## config.mk

```make
export PLATFORM = sky130hd
export DESIGN_NAME = load_extend
export DESIGN_NICKNAME = d
export VERILOG_FILES = /design/src/rtl/mem_pkg.sv /design/src/rtl/load_extend.sv
export SDC_FILE = /design/constraint.sdc
export NUM_CORES = 1
export LEC_CHECK = 0
export ABC_AREA = 1
export BUFFER_PORTS_ARGS = -buffer_cell sky130_fd_sc_hd__buf_2
export CAP_MARGIN = 10
export CELL_PAD_IN_SITES_DETAIL_PLACEMENT = 1
export CELL_PAD_IN_SITES_GLOBAL_PLACEMENT = 1
export CORE_MARGIN = 3
export CORE_UTILIZATION = 22
export DETAILED_ROUTE_END_ITERATION = 12
export GPL_TIMING_DRIVEN = 0
export PLACE_DENSITY = 0.95
export SETUP_SLACK_MARGIN = 0.5
export SLEW_MARGIN = 5
export SYNTH_ARGS = -nofsm -noshare
export SYNTH_HDL_FRONTEND = slang
export SYNTH_SLANG_ARGS = --single-unit
```

## constraint.sdc

```tcl
create_clock -name vclk -period 3.2
set_clock_uncertainty 0.2 [all_clocks]
set_input_delay 0.32 -clock vclk [all_inputs]
set_output_delay 0.32 -clock vclk [all_outputs]
set_load 0.05 [all_outputs]
```

## src/rtl/mem_pkg.sv

```systemverilog
package mem_pkg;

    // load/store access type
    // the _U variants are zero-extended on a load and act like their signed twins on a store
    typedef enum logic [2:0]
    {
        L_S_BYTE   = 3'd0,      // 8 bit, sign extended
        L_S_HALF   = 3'd1,      // 16 bit, sign extended
        L_S_WORD   = 3'd2,      // full 32 bit
        L_S_BYTE_U = 3'd3,      // 8 bit, zero extended
        L_S_HALF_U = 3'd4       // 16 bit, zero extended
    } l_s_sel;

    // data value or processor byte address
    typedef logic [31:0] data_val;

    // one data word, seen either whole or as four byte lanes
    // lane 0 is the least significant byte, so lane n sits at address + n
    typedef union packed
    {
        data_val         word;  // plain value
        logic [3:0][7:0] lanes; // little endian byte lanes
    } data_word_u;

    // processor to cache request
    // held stable by the processor while its req is high
    typedef struct packed
    {
        data_val addr;          // byte address of lane 0
        logic    wr_en;         // 1 = store, 0 = load
        l_s_sel  kind;          // access size and extension
        data_val wdata;         // store data, low lanes used for narrow stores
    } mem_req_t;

    // cache to backing store request, always one byte
    typedef struct packed
    {
        data_val    addr;       // byte address, wrapped by the store
        logic       wr_en;      // 1 = write back, 0 = fill read
        logic [7:0] wdata;      // victim byte on a write back
    } bs_req_t;

endpackage

```

## src/rtl/load_extend.sv

```systemverilog
`timescale 1ns/1ps

module load_extend
(
    input  mem_pkg::data_word_u i_bytes, // bytes collected by the cache
    input  mem_pkg::l_s_sel     i_kind,  // access type of the load
    output mem_pkg::data_val    o_val    // extended load result
);

    // purely combinational, so the result follows the byte buffer directly
    always_comb
    begin
        case (i_kind)
            mem_pkg::L_S_BYTE:
            begin
                o_val = {{24{i_bytes.lanes[0][7]}}, i_bytes.lanes[0]};       // sign from bit 7
            end
            mem_pkg::L_S_HALF:
            begin
                o_val = {{16{i_bytes.lanes[1][7]}}, i_bytes.word[15:0]};     // sign from bit 15
            end
            mem_pkg::L_S_WORD:
            begin
                o_val = i_bytes.word;                                        // all four lanes
            end
            mem_pkg::L_S_BYTE_U:
            begin
                o_val = {24'h000000, i_bytes.lanes[0]};                      // zero fill
            end
            mem_pkg::L_S_HALF_U:
            begin
                o_val = {16'h0000, i_bytes.word[15:0]};                      // zero fill
            end
            default:
            begin
                o_val = '0;                                                  // undefined kind
            end
        endcase
    end

endmodule

```

==> flow_summary.ini, run 1 <==
[global_route]
grt_antenna_before_repair = 0
grt_start_max_net_pins = 11
grt_pass1_wl_mm = 3.92
grt_pass1_vias = 950
grt_usage = 0.137
overflow = 0

[status]
status = completed

[floorplanning]
die_area_sq_mm = 0.00325
die_y_um = 57.0
row_count = 17
core_sq_mm = 0.00234
fp.dieW_um = 57.0
io_pins = 67
start_util = 0.245

[sta]
slew_headroom = 0.703
rsz0062_at_grt = no
final_hold_viol_count = 0
period_minus_slack_ps = 2050
fin_setup_tns_ps = 0
worst_pin_slew_ps = 444
slew_violations = 0
max_freq_mhz = 487
min_period_over_period = 0.642
setup_viol = 0

[power]
leakagePower_uw = 0.000618
internal_power_uw = 57.4
swShare = 0.742
power_frac_seq = 0
switching_power_uw = 165
peakVddDrop_mv = 0.0873
power_density_mw_per_mm2 = 237
clock_power_share = 0
p_comb_frac = 1.000

[setup_path]
crit_arrival_ps = 1530
cp_slowest_stage_delay_ps = 270
start_kind = input pin
path_max_fanout = 10
criticalPathCategory = input pin to output pin
cp-end-kind = output pin
critical_path.cell_chain = buf_2, nor2_4, nand3_4, nand2_4, inv_4, buf_12, o21ai_2, buf_2
crit_top_cell = buf_2
cp_slowest_cell = buf_2
worst_ep_required_time_ps = 2680
crit_path_start = i_kind[1]

[detailed_routing]
drtPass1Iterations = 3
drt-total-wl_mm = 2.32
route.met2.wl_mm = 1.14
route.met3.wl_um = 232
routedWlPerCell_um = 12.2
drt_iter0_markers = 23
viasPerCell = 4.91
vias = 932
highest-signal-layer = met3
postRouteAntennaNets = 0
wl_met1_um = 950
drcViolationCount = 0

[yosys]
yosys.area.top_type = nand4_1
post-synth-top-count-cell = inv_1
synthesis.area_sq_um = 573
synth_area_leaders = nand4_1 (17%), inv_1 (16%), o21ai_2 (15%)
syn_inst = 96
yosysSeqAreaShare = 0
yosys.area.top_type_share = 0.175
synth_nets = 131
yosysUniqueCellTypes = 18
yosysWarnings = 0
netlist_top_cells_count = inv_1 (25), nand4_1 (16), nand3_1 (15)
syn_area_per_cell_sq_um = 5.97

[finish]
ff_latch_area_sq_um = 0
finalNetCount = 199
fill_cells = 339
nClkBuffers = 0
fin_util = 0.401
area_growth_pct = 63.8
drive_gt1_frac = 0.556
antenna_cells = 0
multi_input_area_sq_um = 412
seq_cells = 0

[worst_hold_path]
min_to = o_val[3]
min_path_cells = 4
hp-start = i_bytes[3]
min_path_type = input pin to output pin

[clocking]
postCtsResizedCells = 0
post_cts_buffers = 0
cts_hold_buf = 0

[flow_run]
max_cap_viol_count = 0

[placement]
port_buffers = 66
place.gp.congestion = 0.696
dp_hpwl_mm = 2.03
==> worst max-delay path by stage <==
stage,endpoint,depth (start not counted)
2_1_floorplan,o_val[25],4
3_3_place_gp,o_val[19],8
3_5_place_dp,o_val[22],8
4_1_cts,o_val[22],8
5_1_grt,o_val[21],8
6_report,o_val[22],8
==> power groups by stage <==
| stage | combinational (uW) | clock (uW) | sequential (uW) |
|---|---|---|---|
| 2_1_floorplan | 162 | 0 | 0 |
| 3_3_place_gp | 219 | 0 | 0 |
| 3_5_place_dp | 224 | 0 | 0 |
| 4_1_cts | 225 | 0 | 0 |
| 5_1_grt | 237 | 0 | 0 |
| 6_report | 223 | 0 | 0 |
==> metrics by stage <==
step / instance area (sq um) / cells / setup WS (ps) / hold slack (ps) / power [uW]
floorplan: 573 / 96 / 878 / 655 / 162
global placement: 938 / 190 / 1210 / 804 / 219
detailed placement: 938 / 190 / 1140 / 816 / 224
CTS: 938 / 190 / 1140 / 817 / 225
global route: 938 / 190 / 1060 / 828 / 237
finish: 938 / 190 / 1150 / 810 / 223
==> final cells by class <==
class	instances	share of cell area
multi-input combinational	63	0.439
timing repair buffer	66	0.352
inverter	28	0.117
buffer	5	0.0547
tap	28	0.0373
==> worst max-delay path: cells and delay by family <==
family / cells / cell delay, ps
AND/OR/NAND/NOR: 3 / 570
AO/OA/AOI/OAI: 1 / 50
buffers and inverters: 4 / 580
==> cells in the final DEF, fill, tap and decap left out, types with 2 or more instances in the layout <==
master,instances
buf_2,67
inv_1,25
nand4_1,16
nand3_1,15
nor2_1,10
o21ai_2,10
o21ai_0,5
buf_4,2
inv_4,2
nand2_4,2
==> cells by family after synthesis <==
family | share of synthesized area
buffers and inverters | 0.282
AND/OR/NAND/NOR | 0.513
AO/OA/AOI/OAI | 0.205
==> metal layers <==
metal	global-route usage	vias to the layer above
met2	0.268	49
met1	0.164	426
met3	0.0204	0
li1	-	457
met4	0.00662	0
met5	0	-
No activity file was read; power rests on OpenSTA's default activity.
==> run 2: changes to the inputs <==
--- a/config.mk
+++ b/config.mk
@@ -11,10 +11,10 @@
 export CELL_PAD_IN_SITES_DETAIL_PLACEMENT = 1
 export CELL_PAD_IN_SITES_GLOBAL_PLACEMENT = 1
 export CORE_MARGIN = 3
-export CORE_UTILIZATION = 22
+export CORE_UTILIZATION = 20
 export DETAILED_ROUTE_END_ITERATION = 12
 export GPL_TIMING_DRIVEN = 0
-export PLACE_DENSITY = 0.95
+export PLACE_DENSITY = 0.91
 export SETUP_SLACK_MARGIN = 0.5
 export SLEW_MARGIN = 5
 export SYNTH_ARGS = -nofsm -noshare
==> constraint.sdc (replaced) <==
create_clock -name vclk -period 2.1
set_clock_uncertainty 0.2 [all_clocks]
set_input_delay 0.21 -clock vclk [all_inputs]
set_output_delay 0.21 -clock vclk [all_outputs]
set_load 0.05 [all_outputs]
==> run 2 against run 1 <==
Compared with the run above: utilization up 9.5 points; worst hold slack lost 210 ps; sequential cell count is the same; non-clock buffer count rose by 12; via count up 6.4%; power up 90%; combinational power is 90% higher; cell count grew 7.4%; global-route usage rose by 1.9 points; largest cell class is now non-clock buffers; wire length rose by 25%; critical path depth up 1; die area rose by 8.9%; critical path type unchanged.
==> flow_summary.ini, run 2 (same netlist as run 1, synthesis figures left out) <==
[status]
status = completed

[sta]
worst_slack_ps = 534
period_minus_slack_ps = 1570
setup_viol = 0
worst_pin_slew_ps = 274
rsz0062_at_grt = yes
min_period_over_period = 0.746
slew_headroom = 0.817
fin_setup_tns_ps = 0
max_freq_mhz = 639
final_hold_viol_count = 0
slew_violations = 0

[setup_path]
crit_path_start = i_kind[1]
cp_slowest_stage_delay_ps = 170
crit_top_cell = nand2_4
cp-endpoint = o_val[23]
cp-end-kind = output pin
cp_slowest_cell = buf_6
cp_num_buf_inv = 5
crit_arrival_ps = 1160
cp.depth = 9
path_max_fanout = 8
worst_ep_required_time_ps = 1690
critical_path.cell_chain = buf_8, buf_12, nor2_8, nand2_4, nand2_4, inv_6, clkbuf_16, o21ai_4, buf_6
cp_top_family = buffers and inverters
start_kind = input pin
criticalPathCategory = input pin to output pin

[global_route]
grt_pass1_vias = 1084
grt_usage = 0.156
overflow = 0
grt_start_max_net_pins = 11
grt_antenna_before_repair = 0
grt_pass1_wl_mm = 4.50

[power]
p_total_uw = 423
peakVddDrop_mv = 0.173
power_density_mw_per_mm2 = 330
leakagePower_uw = 0.000722

[placement]
place.gp.congestion = 0.701
port_buffers = 66
pre_cts_slack_ps = 257
dp_hpwl_mm = 2.16

[floorplanning]
fp.dieW_um = 59.5
start_util = 0.221
die_area_sq_mm = 0.00354
row_count = 18
core_sq_mm = 0.00259
die_y_um = 59.5
io_pins = 67

[finish]
finalNetCount = 211
final_common_cell = buf_2
nClkBuffers = 0
fin_util = 0.496
final_cell_mix = buf_2 (46), inv_1 (25), buf_4 (17)
area_growth_pct = 124
ff_latch_area_sq_um = 0
antenna_cells = 0
seq_cells = 0
fill_cells = 331
drive_gt1_frac = 0.638

[detailed_routing]
postRouteAntennaNets = 0
routedWlPerCell_um = 14.2
viasPerCell = 4.86
drcViolationCount = 0
drt-total-wl_mm = 2.89
vias = 992
drt_iter0_markers = 20
drtPass1Iterations = 4

[flow_run]
max_cap_viol_count = 0

[worst_hold_path]
min_path_type = input pin to output pin
## run 2: cell count changes in the layout (fill, tap and decap cells not counted), sizes merged
cell	previous run	this run
clkbuf	0	5
buf	71	78
## run 2: through the flow
stage / std cells / area, sq um / hold WS [ps]
floorplan: 96 / 666 / 374
global placement: 192 / 1030 / 598
detailed placement: 192 / 1030 / 599
CTS: 199 / 1170 / 601
global route: 204 / 1280 / 619
finish: 204 / 1280 / 599
## run 2: repair_timing
action / in CTS / in global routing
pin swaps: 3 / 4
endpoints found under the setup margin: 32 / 30
buffers inserted: 7 / 4
resized for setup: 28 / 19
gates cloned: 0 / 1
hold buffers: 0 / 0
## run 2: worst min-delay path, delay by kind of cell
| kind | cells | cell delay (ps) |
|---|---|---|
| buffers and inverters | 3 | 340 |
| AND/OR/NAND/NOR | 1 | 30 |
## run 2: area by class of cell
cell class,instances,area [sq um],area share
Buffer,5,70.1,0.0546
Inverter,28,118,0.0916
Multi-Input combinational cell,63,522,0.406
Tap cell,30,37.5,0.0292
Timing Repair Buffer,78,537,0.418
## run 2: worst min path at each step
stage | start | slack, ps | end | depth (start not counted)
finish | i_bytes[4] | 600 | o_val[4] | 4
global route | i_bytes[2] | 620 | o_val[2] | 4
CTS | i_bytes[4] | 600 | o_val[4] | 4
detailed placement | i_bytes[4] | 600 | o_val[4] | 4
global placement | i_bytes[0] | 600 | o_val[0] | 4
floorplan | i_bytes[0] | 370 | o_val[0] | 2
## run 2: layer usage
layer / track usage / routed length [um]
met2: 0.345 / 1660
met1: 0.154 / 1000
met5: 0 / 0
met4: 0.0158 / 0
met3: 0.0131 / 233
## run 2: report_power, final
group          internal [uW]  switching [uW]
logic                    143             281
registers                  0               0
clock network              0               0
