==> config.mk <==
export PLATFORM = sky130hd
export DESIGN_NAME = byte_cache
export DESIGN_NICKNAME = d
export VERILOG_FILES = /design/src/rtl/mem_pkg.sv /design/src/rtl/byte_cache.sv
export SDC_FILE = /design/constraint.sdc
export NUM_CORES = 1
export LEC_CHECK = 0
export BUFFER_PORTS_ARGS = -buffer_cell sky130_fd_sc_hd__buf_2
export CAP_MARGIN = 15
export CORE_AREA = 2 2 139 168
export DETAILED_ROUTE_END_ITERATION = 8
export DIE_AREA = 0 0 141 170
export GPL_ROUTABILITY_DRIVEN = 1
export GPL_TIMING_DRIVEN = 1
export PLACE_DENSITY = 0.75
export RECOVER_POWER = 50
export SYNTH_ARGS = -nofsm -noshare
export SYNTH_HDL_FRONTEND = slang
export SYNTH_SLANG_ARGS = --single-unit
==> constraint.sdc <==
create_clock -name i_clk -period 5.4 [get_ports i_clk]
set_clock_uncertainty 0.2 [all_clocks]
set_input_delay 0.54 -clock i_clk [delete_from_list [all_inputs] [get_ports i_clk]]
set_output_delay 0.54 -clock i_clk [all_outputs]
set_load 0.005 [all_outputs]
==> src/rtl/mem_pkg.sv <==
package mem_pkg;

    // load/store access type
    // the _U variants are zero-extended on a load and act like their signed twins on a store
    typedef enum logic [2:0]
    {
        L_S_BYTE   = 3'd0,      // 8 bit, sign extended
        L_S_HALF   = 3'd1,      // 16 bit, sign extended
        L_S_WORD   = 3'd2,      // full 32 bit
        L_S_BYTE_U = 3'd3,      // 8 bit, zero extended
        L_S_HALF_U = 3'd4       // 16 bit, zero extended
    } l_s_sel;

    // data value or processor byte address
    typedef logic [31:0] data_val;

    // one data word, seen either whole or as four byte lanes
    // lane 0 is the least significant byte, so lane n sits at address + n
    typedef union packed
    {
        data_val         word;  // plain value
        logic [3:0][7:0] lanes; // little endian byte lanes
    } data_word_u;

    // processor to cache request
    // held stable by the processor while its req is high
    typedef struct packed
    {
        data_val addr;          // byte address of lane 0
        logic    wr_en;         // 1 = store, 0 = load
        l_s_sel  kind;          // access size and extension
        data_val wdata;         // store data, low lanes used for narrow stores
    } mem_req_t;

    // cache to backing store request, always one byte
    typedef struct packed
    {
        data_val    addr;       // byte address, wrapped by the store
        logic       wr_en;      // 1 = write back, 0 = fill read
        logic [7:0] wdata;      // victim byte on a write back
    } bs_req_t;

endpackage

==> src/rtl/byte_cache.sv <==
`timescale 1ns/1ps

module byte_cache #(
    parameter int ADDR_WIDTH = 12,      // backing store address bits
    parameter int SET_WIDTH  = 3        // cache index bits
) (
    input  logic                i_clk,
    input  logic                i_arst_n,
    input  logic                i_req,      // processor request, four phase
    input  mem_pkg::mem_req_t   i_cmd,      // stable while i_req high
    output logic                o_ack,      // access complete
    output mem_pkg::data_word_u o_bytes,    // collected load bytes
    output mem_pkg::l_s_sel     o_kind,     // kind of the latched access
    output logic                o_bs_req,   // backing store request, four phase
    output mem_pkg::bs_req_t    o_bs_cmd,   // backing store command
    input  logic                i_bs_ack,   // backing store ack
    input  logic [7:0]          i_bs_rdata  // fill byte, valid with ack
);

    localparam int TAG_WIDTH = ADDR_WIDTH - SET_WIDTH;
    localparam int SETS      = 2 ** SET_WIDTH;

    typedef enum logic [2:0]
    {
        ST_IDLE,
        ST_LOOKUP,
        ST_WB,
        ST_FILL,
        ST_NEXT,
        ST_RESP
    } state_t;

    state_t state;

    // line arrays, one byte per line
    logic [SETS-1:0]      valid_q;              // cleared on reset
    logic [SETS-1:0]      dirty_q;
    logic [TAG_WIDTH-1:0] tag_mem  [SETS];
    logic [7:0]           data_mem [SETS];

    mem_pkg::mem_req_t   cmd_q;                 // latched request
    mem_pkg::data_word_u wdata_u;               // store data by lanes
    mem_pkg::data_word_u rbuf;                  // load bytes by lanes
    logic [1:0]          byte_idx;              // current byte offset
    logic [2:0]          byte_cnt;              // 1, 2 or 4
    logic                bs_phase;              // 1 while waiting for ack release

    mem_pkg::data_val     cur_addr;             // address of current byte
    logic [SET_WIDTH-1:0] cur_idx;
    logic [TAG_WIDTH-1:0] cur_tag;
    mem_pkg::data_val     victim_addr;          // address of the line being evicted
    logic                 line_hit;
    logic                 line_dirty;
    logic                 lookup_done;          // byte finished in lookup
    logic                 last_byte;
    logic                 step;                 // advance to next byte or respond
    logic                 in_xfer;              // a backing store handshake is running
    logic                 bs_start;
    logic                 bs_fire;              // ack seen while req high
    logic                 bs_done;              // ack dropped after release
    logic                 arr_we;

    function automatic logic [2:0] kind_bytes(input mem_pkg::l_s_sel kind);
        case (kind)
            mem_pkg::L_S_HALF, mem_pkg::L_S_HALF_U: kind_bytes = 3'd2;
            mem_pkg::L_S_WORD:                      kind_bytes = 3'd4;
            default:                                kind_bytes = 3'd1;
        endcase
    endfunction

    assign wdata_u.word = cmd_q.wdata;
    assign cur_addr     = cmd_q.addr + {30'd0, byte_idx};                    // bytes at consecutive addresses
    assign cur_idx      = cur_addr[SET_WIDTH-1:0];
    assign cur_tag      = cur_addr[ADDR_WIDTH-1:SET_WIDTH];
    assign victim_addr  = mem_pkg::data_val'({tag_mem[cur_idx], cur_idx});

    assign line_hit    = valid_q[cur_idx] && (tag_mem[cur_idx] == cur_tag);
    assign line_dirty  = valid_q[cur_idx] && dirty_q[cur_idx];
    assign lookup_done = line_hit || (cmd_q.wr_en && !line_dirty);           // store miss allocates, no fill
    assign last_byte   = ({1'b0, byte_idx} == (byte_cnt - 3'd1));
    assign step        = ((state == ST_LOOKUP) && lookup_done) || (state == ST_NEXT);

    assign in_xfer  = (state == ST_WB) || (state == ST_FILL);
    assign bs_start = in_xfer && !bs_phase && !o_bs_req && !i_bs_ack;      // never raise over a stale ack
    assign bs_fire  = in_xfer && o_bs_req && i_bs_ack;
    assign bs_done  = in_xfer && bs_phase && !i_bs_ack;

    // line write: store byte in lookup, or fill byte when the store acks
    assign arr_we = ((state == ST_LOOKUP) && cmd_q.wr_en && lookup_done)
                 || ((state == ST_FILL) && bs_fire);

    assign o_bytes = rbuf;
    assign o_kind  = cmd_q.kind;

    // sequencer and line state bits
    always_ff @(posedge i_clk or negedge i_arst_n)
    begin
        if (!i_arst_n)
        begin
            state    <= ST_IDLE;
            byte_idx <= '0;
            byte_cnt <= 3'd1;
            o_ack    <= 1'b0;
            o_bs_req <= 1'b0;
            bs_phase <= 1'b0;
            valid_q  <= '0;
            dirty_q  <= '0;
        end
        else
        begin
            case (state)
                ST_IDLE:
                begin
                    if (i_req)
                    begin
                        byte_idx <= '0;
                        byte_cnt <= kind_bytes(i_cmd.kind);
                        state    <= ST_LOOKUP;
                    end
                end
                ST_LOOKUP:
                begin
                    if (lookup_done && cmd_q.wr_en)
                    begin
                        valid_q[cur_idx] <= 1'b1;                           // hit or fresh allocation
                        dirty_q[cur_idx] <= 1'b1;
                    end
                    else if (!lookup_done)
                    begin
                        state <= line_dirty ? ST_WB : ST_FILL;              // victim goes out first
                    end
                end
                ST_WB:
                begin
                    if (bs_done)
                    begin
                        dirty_q[cur_idx] <= 1'b0;                           // line now clean, look again
                        state            <= ST_LOOKUP;
                    end
                end
                ST_FILL:
                begin
                    if (bs_fire)
                    begin
                        valid_q[cur_idx] <= 1'b1;
                        dirty_q[cur_idx] <= 1'b0;
                    end
                    if (bs_done)
                        state <= ST_NEXT;
                end
                ST_RESP:
                begin
                    if (!i_req)
                    begin
                        o_ack <= 1'b0;                                      // release seen
                        state <= ST_IDLE;
                    end
                end
                default:
                begin
                    state <= state;                                         // ST_NEXT handled by step
                end
            endcase

            if (step)
            begin
                if (last_byte)
                begin
                    o_ack <= 1'b1;
                    state <= ST_RESP;
                end
                else
                begin
                    byte_idx <= byte_idx + 2'd1;
                    state    <= ST_LOOKUP;
                end
            end

            // shared four phase handshake towards the backing store
            if (bs_start)
                o_bs_req <= 1'b1;
            if (bs_fire)
            begin
                o_bs_req <= 1'b0;
                bs_phase <= 1'b1;
            end
            if (bs_done)
                bs_phase <= 1'b0;
        end
    end

    // payload: command, line contents, load buffer, store command
    always_ff @(posedge i_clk)
    begin
        if ((state == ST_IDLE) && i_req)
            cmd_q <= i_cmd;

        if (arr_we)
        begin
            data_mem[cur_idx] <= (state == ST_FILL) ? i_bs_rdata : wdata_u.lanes[byte_idx];
            tag_mem[cur_idx]  <= cur_tag;
        end

        if ((state == ST_LOOKUP) && line_hit && !cmd_q.wr_en)
            rbuf.lanes[byte_idx] <= data_mem[cur_idx];                      // hit read
        if ((state == ST_FILL) && bs_fire)
            rbuf.lanes[byte_idx] <= i_bs_rdata;                             // fill byte straight in

        if ((state == ST_LOOKUP) && !lookup_done)
        begin
            if (line_dirty)
                o_bs_cmd <= '{addr: victim_addr, wr_en: 1'b1, wdata: data_mem[cur_idx]};
            else
                o_bs_cmd <= '{addr: mem_pkg::data_val'(cur_addr[ADDR_WIDTH-1:0]),
                              wr_en: 1'b0, wdata: 8'h00};
        end
    end

endmodule

==> metrics.cfg <==
[run_status]
outcome=finished, violations left
violations=capacitance limit, slew limit

[synthesis]
synth_xor_area_share_pct=1.23
async_reset_ff_share_pct=10.2
synth_fa_ha_area_share_pct=0.939
yosys_warnings=0
synth-simple-area-share_pct=9.33
netlist_area_um2=11500
synth_top_family_by_area=multiplexers
synth_cell_types=73
yosysSeqAreaShare_pct=65.2
synth-seq-cells=264
synth-edff-count=205
synthCells=811
synthMuxAreaShare_pct=11.5
synth_top_flop_cell=edfxtp_1
synth_compound_area_share_pct=8.18
avgSynthCellArea_um2=14.1

[timing]
maxSlewViolCount=79
rsz0062_at_grt=false
tightest_slew_ns=1.83
hold_ws_ns=0.0718
setup_viol=0
fin_crit_sh_pct=86.5
min_period_ns=4.67
max_freq_ghz=0.214
timing.final.ws_setup_ns=0.730
setup_tns_ns=0
hold_violations=0
slew_headroom_pct=-22.0

[worst_setup_path]
crit_slowest_cell=fa_1
crit_arrival_ns=4.70
required_ns=5.43
cpMostUsedCell=buf_4
cpPeakStageDelay_ns=0.50
path_max_fanout=16
critPathLaunchType=flop
cp_cell_sequence=ha_1, inv_1, fa_1, xor2_4, buf_4, a2111oi_0, buf_4, a211oi_4, nand3_2, a2111oi_4, a21oi_4, o22a_4, nor2_2, buf_4
crit_buf_inv=4
path_class=reg2reg
path_delay_family=compound AO/OA/AOI/OAI gates
end_kind=flop

[final_layout]
finalInstanceArea_um2=13700
drive_above_1_share_pct=20.3
area_delta_synth_final_pct=19.4
final_cells=1290
seq_area_um2=7470
multiInputGateArea_um2=3660
most-common-layout-cells=edfxtp_1, nand2_1, buf_2, mux2i_1, o21ai_0
fin_util_pct=61.4
layout_commonest_cell=edfxtp_1
nFillCells=1656
n_antenna_cell=0
nets=1079

[floorplanning]
chipHeight_um=170
start_util_pct=51.4
fp.dieW_um=141
coreArea_um2=22300
fp-row-count=60
die_area_um2=24000
ios=158

[placement]
hpwl_um=16400
port_buffers=117
dpl_worst_slack_ns=0.812
globalplace.congestion=0.821
placed_cells=1196
dpl_cell_area_um2=12400

[detailed_routing]
avgRoutedWirePerCell_um=20.0
vias_per_cell=5.59
wirelength_um=25800
drc=0
first_pass_iters=5
drtIter0Drc=580
ant_nets=0
num_vias=7211

[global_route]
grt_max_degree=51
antenna_found_initial=0
track_usage_pct=21.6
grt_pass1_vias=7334
grt.overflow.total=0
grt_pass1_wl_um=40000

[clocking]
h-tree-depth=1
clk_pin_slew_ns=0.06
cts_setup_buffers=0
post_cts_resized=0
cts-root-buf=clkbuf_16
tritoncts=built
hold_buffers=46
cts.sinks=264
clkLatencyLatePin_ns=0.53
tritoncts.num_buffers=26
ctsLongestPathBuffers=3

[power_and_ir_drop]
power_mw=7.73
powerDensity_nw_per_um2=565
vdd_ir_drop_max_mv=0.461
leakage_nw=5.20

[run]
cap_viol_max_count=2

[hold_path]
hold_path.class=in2reg

-- power by group --
group | internal [mW] | switching [mW]
combinational | 1.10 | 1.80
clock | 1.11 | 0.747
sequential | 2.78 | 0.191
-- cells in the mapped netlist, drive strengths merged, types with 4 or more instances --
master | n | area [um^2]
a21o | 9 | 67.6
a21oi | 21 | 116
a222oi | 4 | 40.0
a31oi | 6 | 37.5
and2 | 7 | 43.8
and3 | 7 | 43.8
buf | 47 | 282
clkbuf | 12 | 45.0
dfrtp | 26 | 651
dfxtp | 32 | 641
edfxtp | 205 | 6160
ha | 7 | 87.6
inv | 19 | 73.8
mux2 | 18 | 206
mux2i | 59 | 591
mux4 | 23 | 526
nand2 | 96 | 360
nand2b | 8 | 50.1
nand3 | 15 | 80.1
nand4 | 7 | 104
nor2 | 30 | 128
nor2b | 13 | 81.3
nor3 | 10 | 50.1
o21ai | 52 | 260
o21bai | 8 | 67.6
o31ai | 7 | 52.6
or3 | 5 | 31.3
xnor2 | 5 | 43.8
xor2 | 9 | 97.6
-- cells by family after synthesis --
| family | after synthesis |
|---|---|
| buffers and inverters | 78 |
| other | 1 |
| AND/OR/NAND/NOR | 209 |
| AO/OA/AOI/OAI | 137 |
| flip-flops | 264 |
| multiplexers | 100 |
| adder cells (fa/ha/maj) | 8 |
| XOR/XNOR | 14 |
-- layer usage --
layer | GRT usage (%) | vias up | wire [um]
met5 | 0 | - | 0
met4 | 6.65 | 0 | 603
met3 | 3.69 | 44 | 1530
met2 | 38.3 | 251 | 13200
met1 | 27.4 | 3552 | 10400
li1 | - | 3364 | -
-- registers in the layout, indices dropped and copies added (netlist names), 2 cells and up, named ones only --
register  flops
data_mem     64
wdata_u      32
byte_idx      2
byte_cnt      3
o_bs_cmd     21
cmd_q        13
o_bytes      32
valid_q       8
state         3
tag_mem      72
o_kind        3
-- cell type report --
class                      count  area share (%)
tap                          279            2.55
clock inverter                13            1.06
multi-input combinational    488            26.8
timing repair buffer         192            8.98
sequential                   264            54.6
clock buffer                  35            5.45
inverter                      19           0.540
-- worst paths after layout --
kind | start | endpoint | slack, ns | depth (start not counted)
max in group asynchronous | i_arst_n | valid_q[6]$_DFFE_PN0P_ | 3.31 | 2
min reg2reg | valid_q[7]$_DFFE_PN0P_ | valid_q[7]$_DFFE_PN0P_ | 0.28 | 1
max reg2reg | byte_idx[0]$_DFF_PN0_ | data_mem[7][7]$_DFFE_PP_ | 0.73 | 14
max | byte_idx[0]$_DFF_PN0_ | data_mem[7][7]$_DFFE_PP_ | 0.73 | 14
min | i_bs_ack | o_bs_req$_DFFE_PN0P_ | 0.07 | 2
min in group asynchronous | i_arst_n | valid_q[2]$_DFFE_PN0P_ | 0.77 | 2
Power figures use the tool's default switching activity.
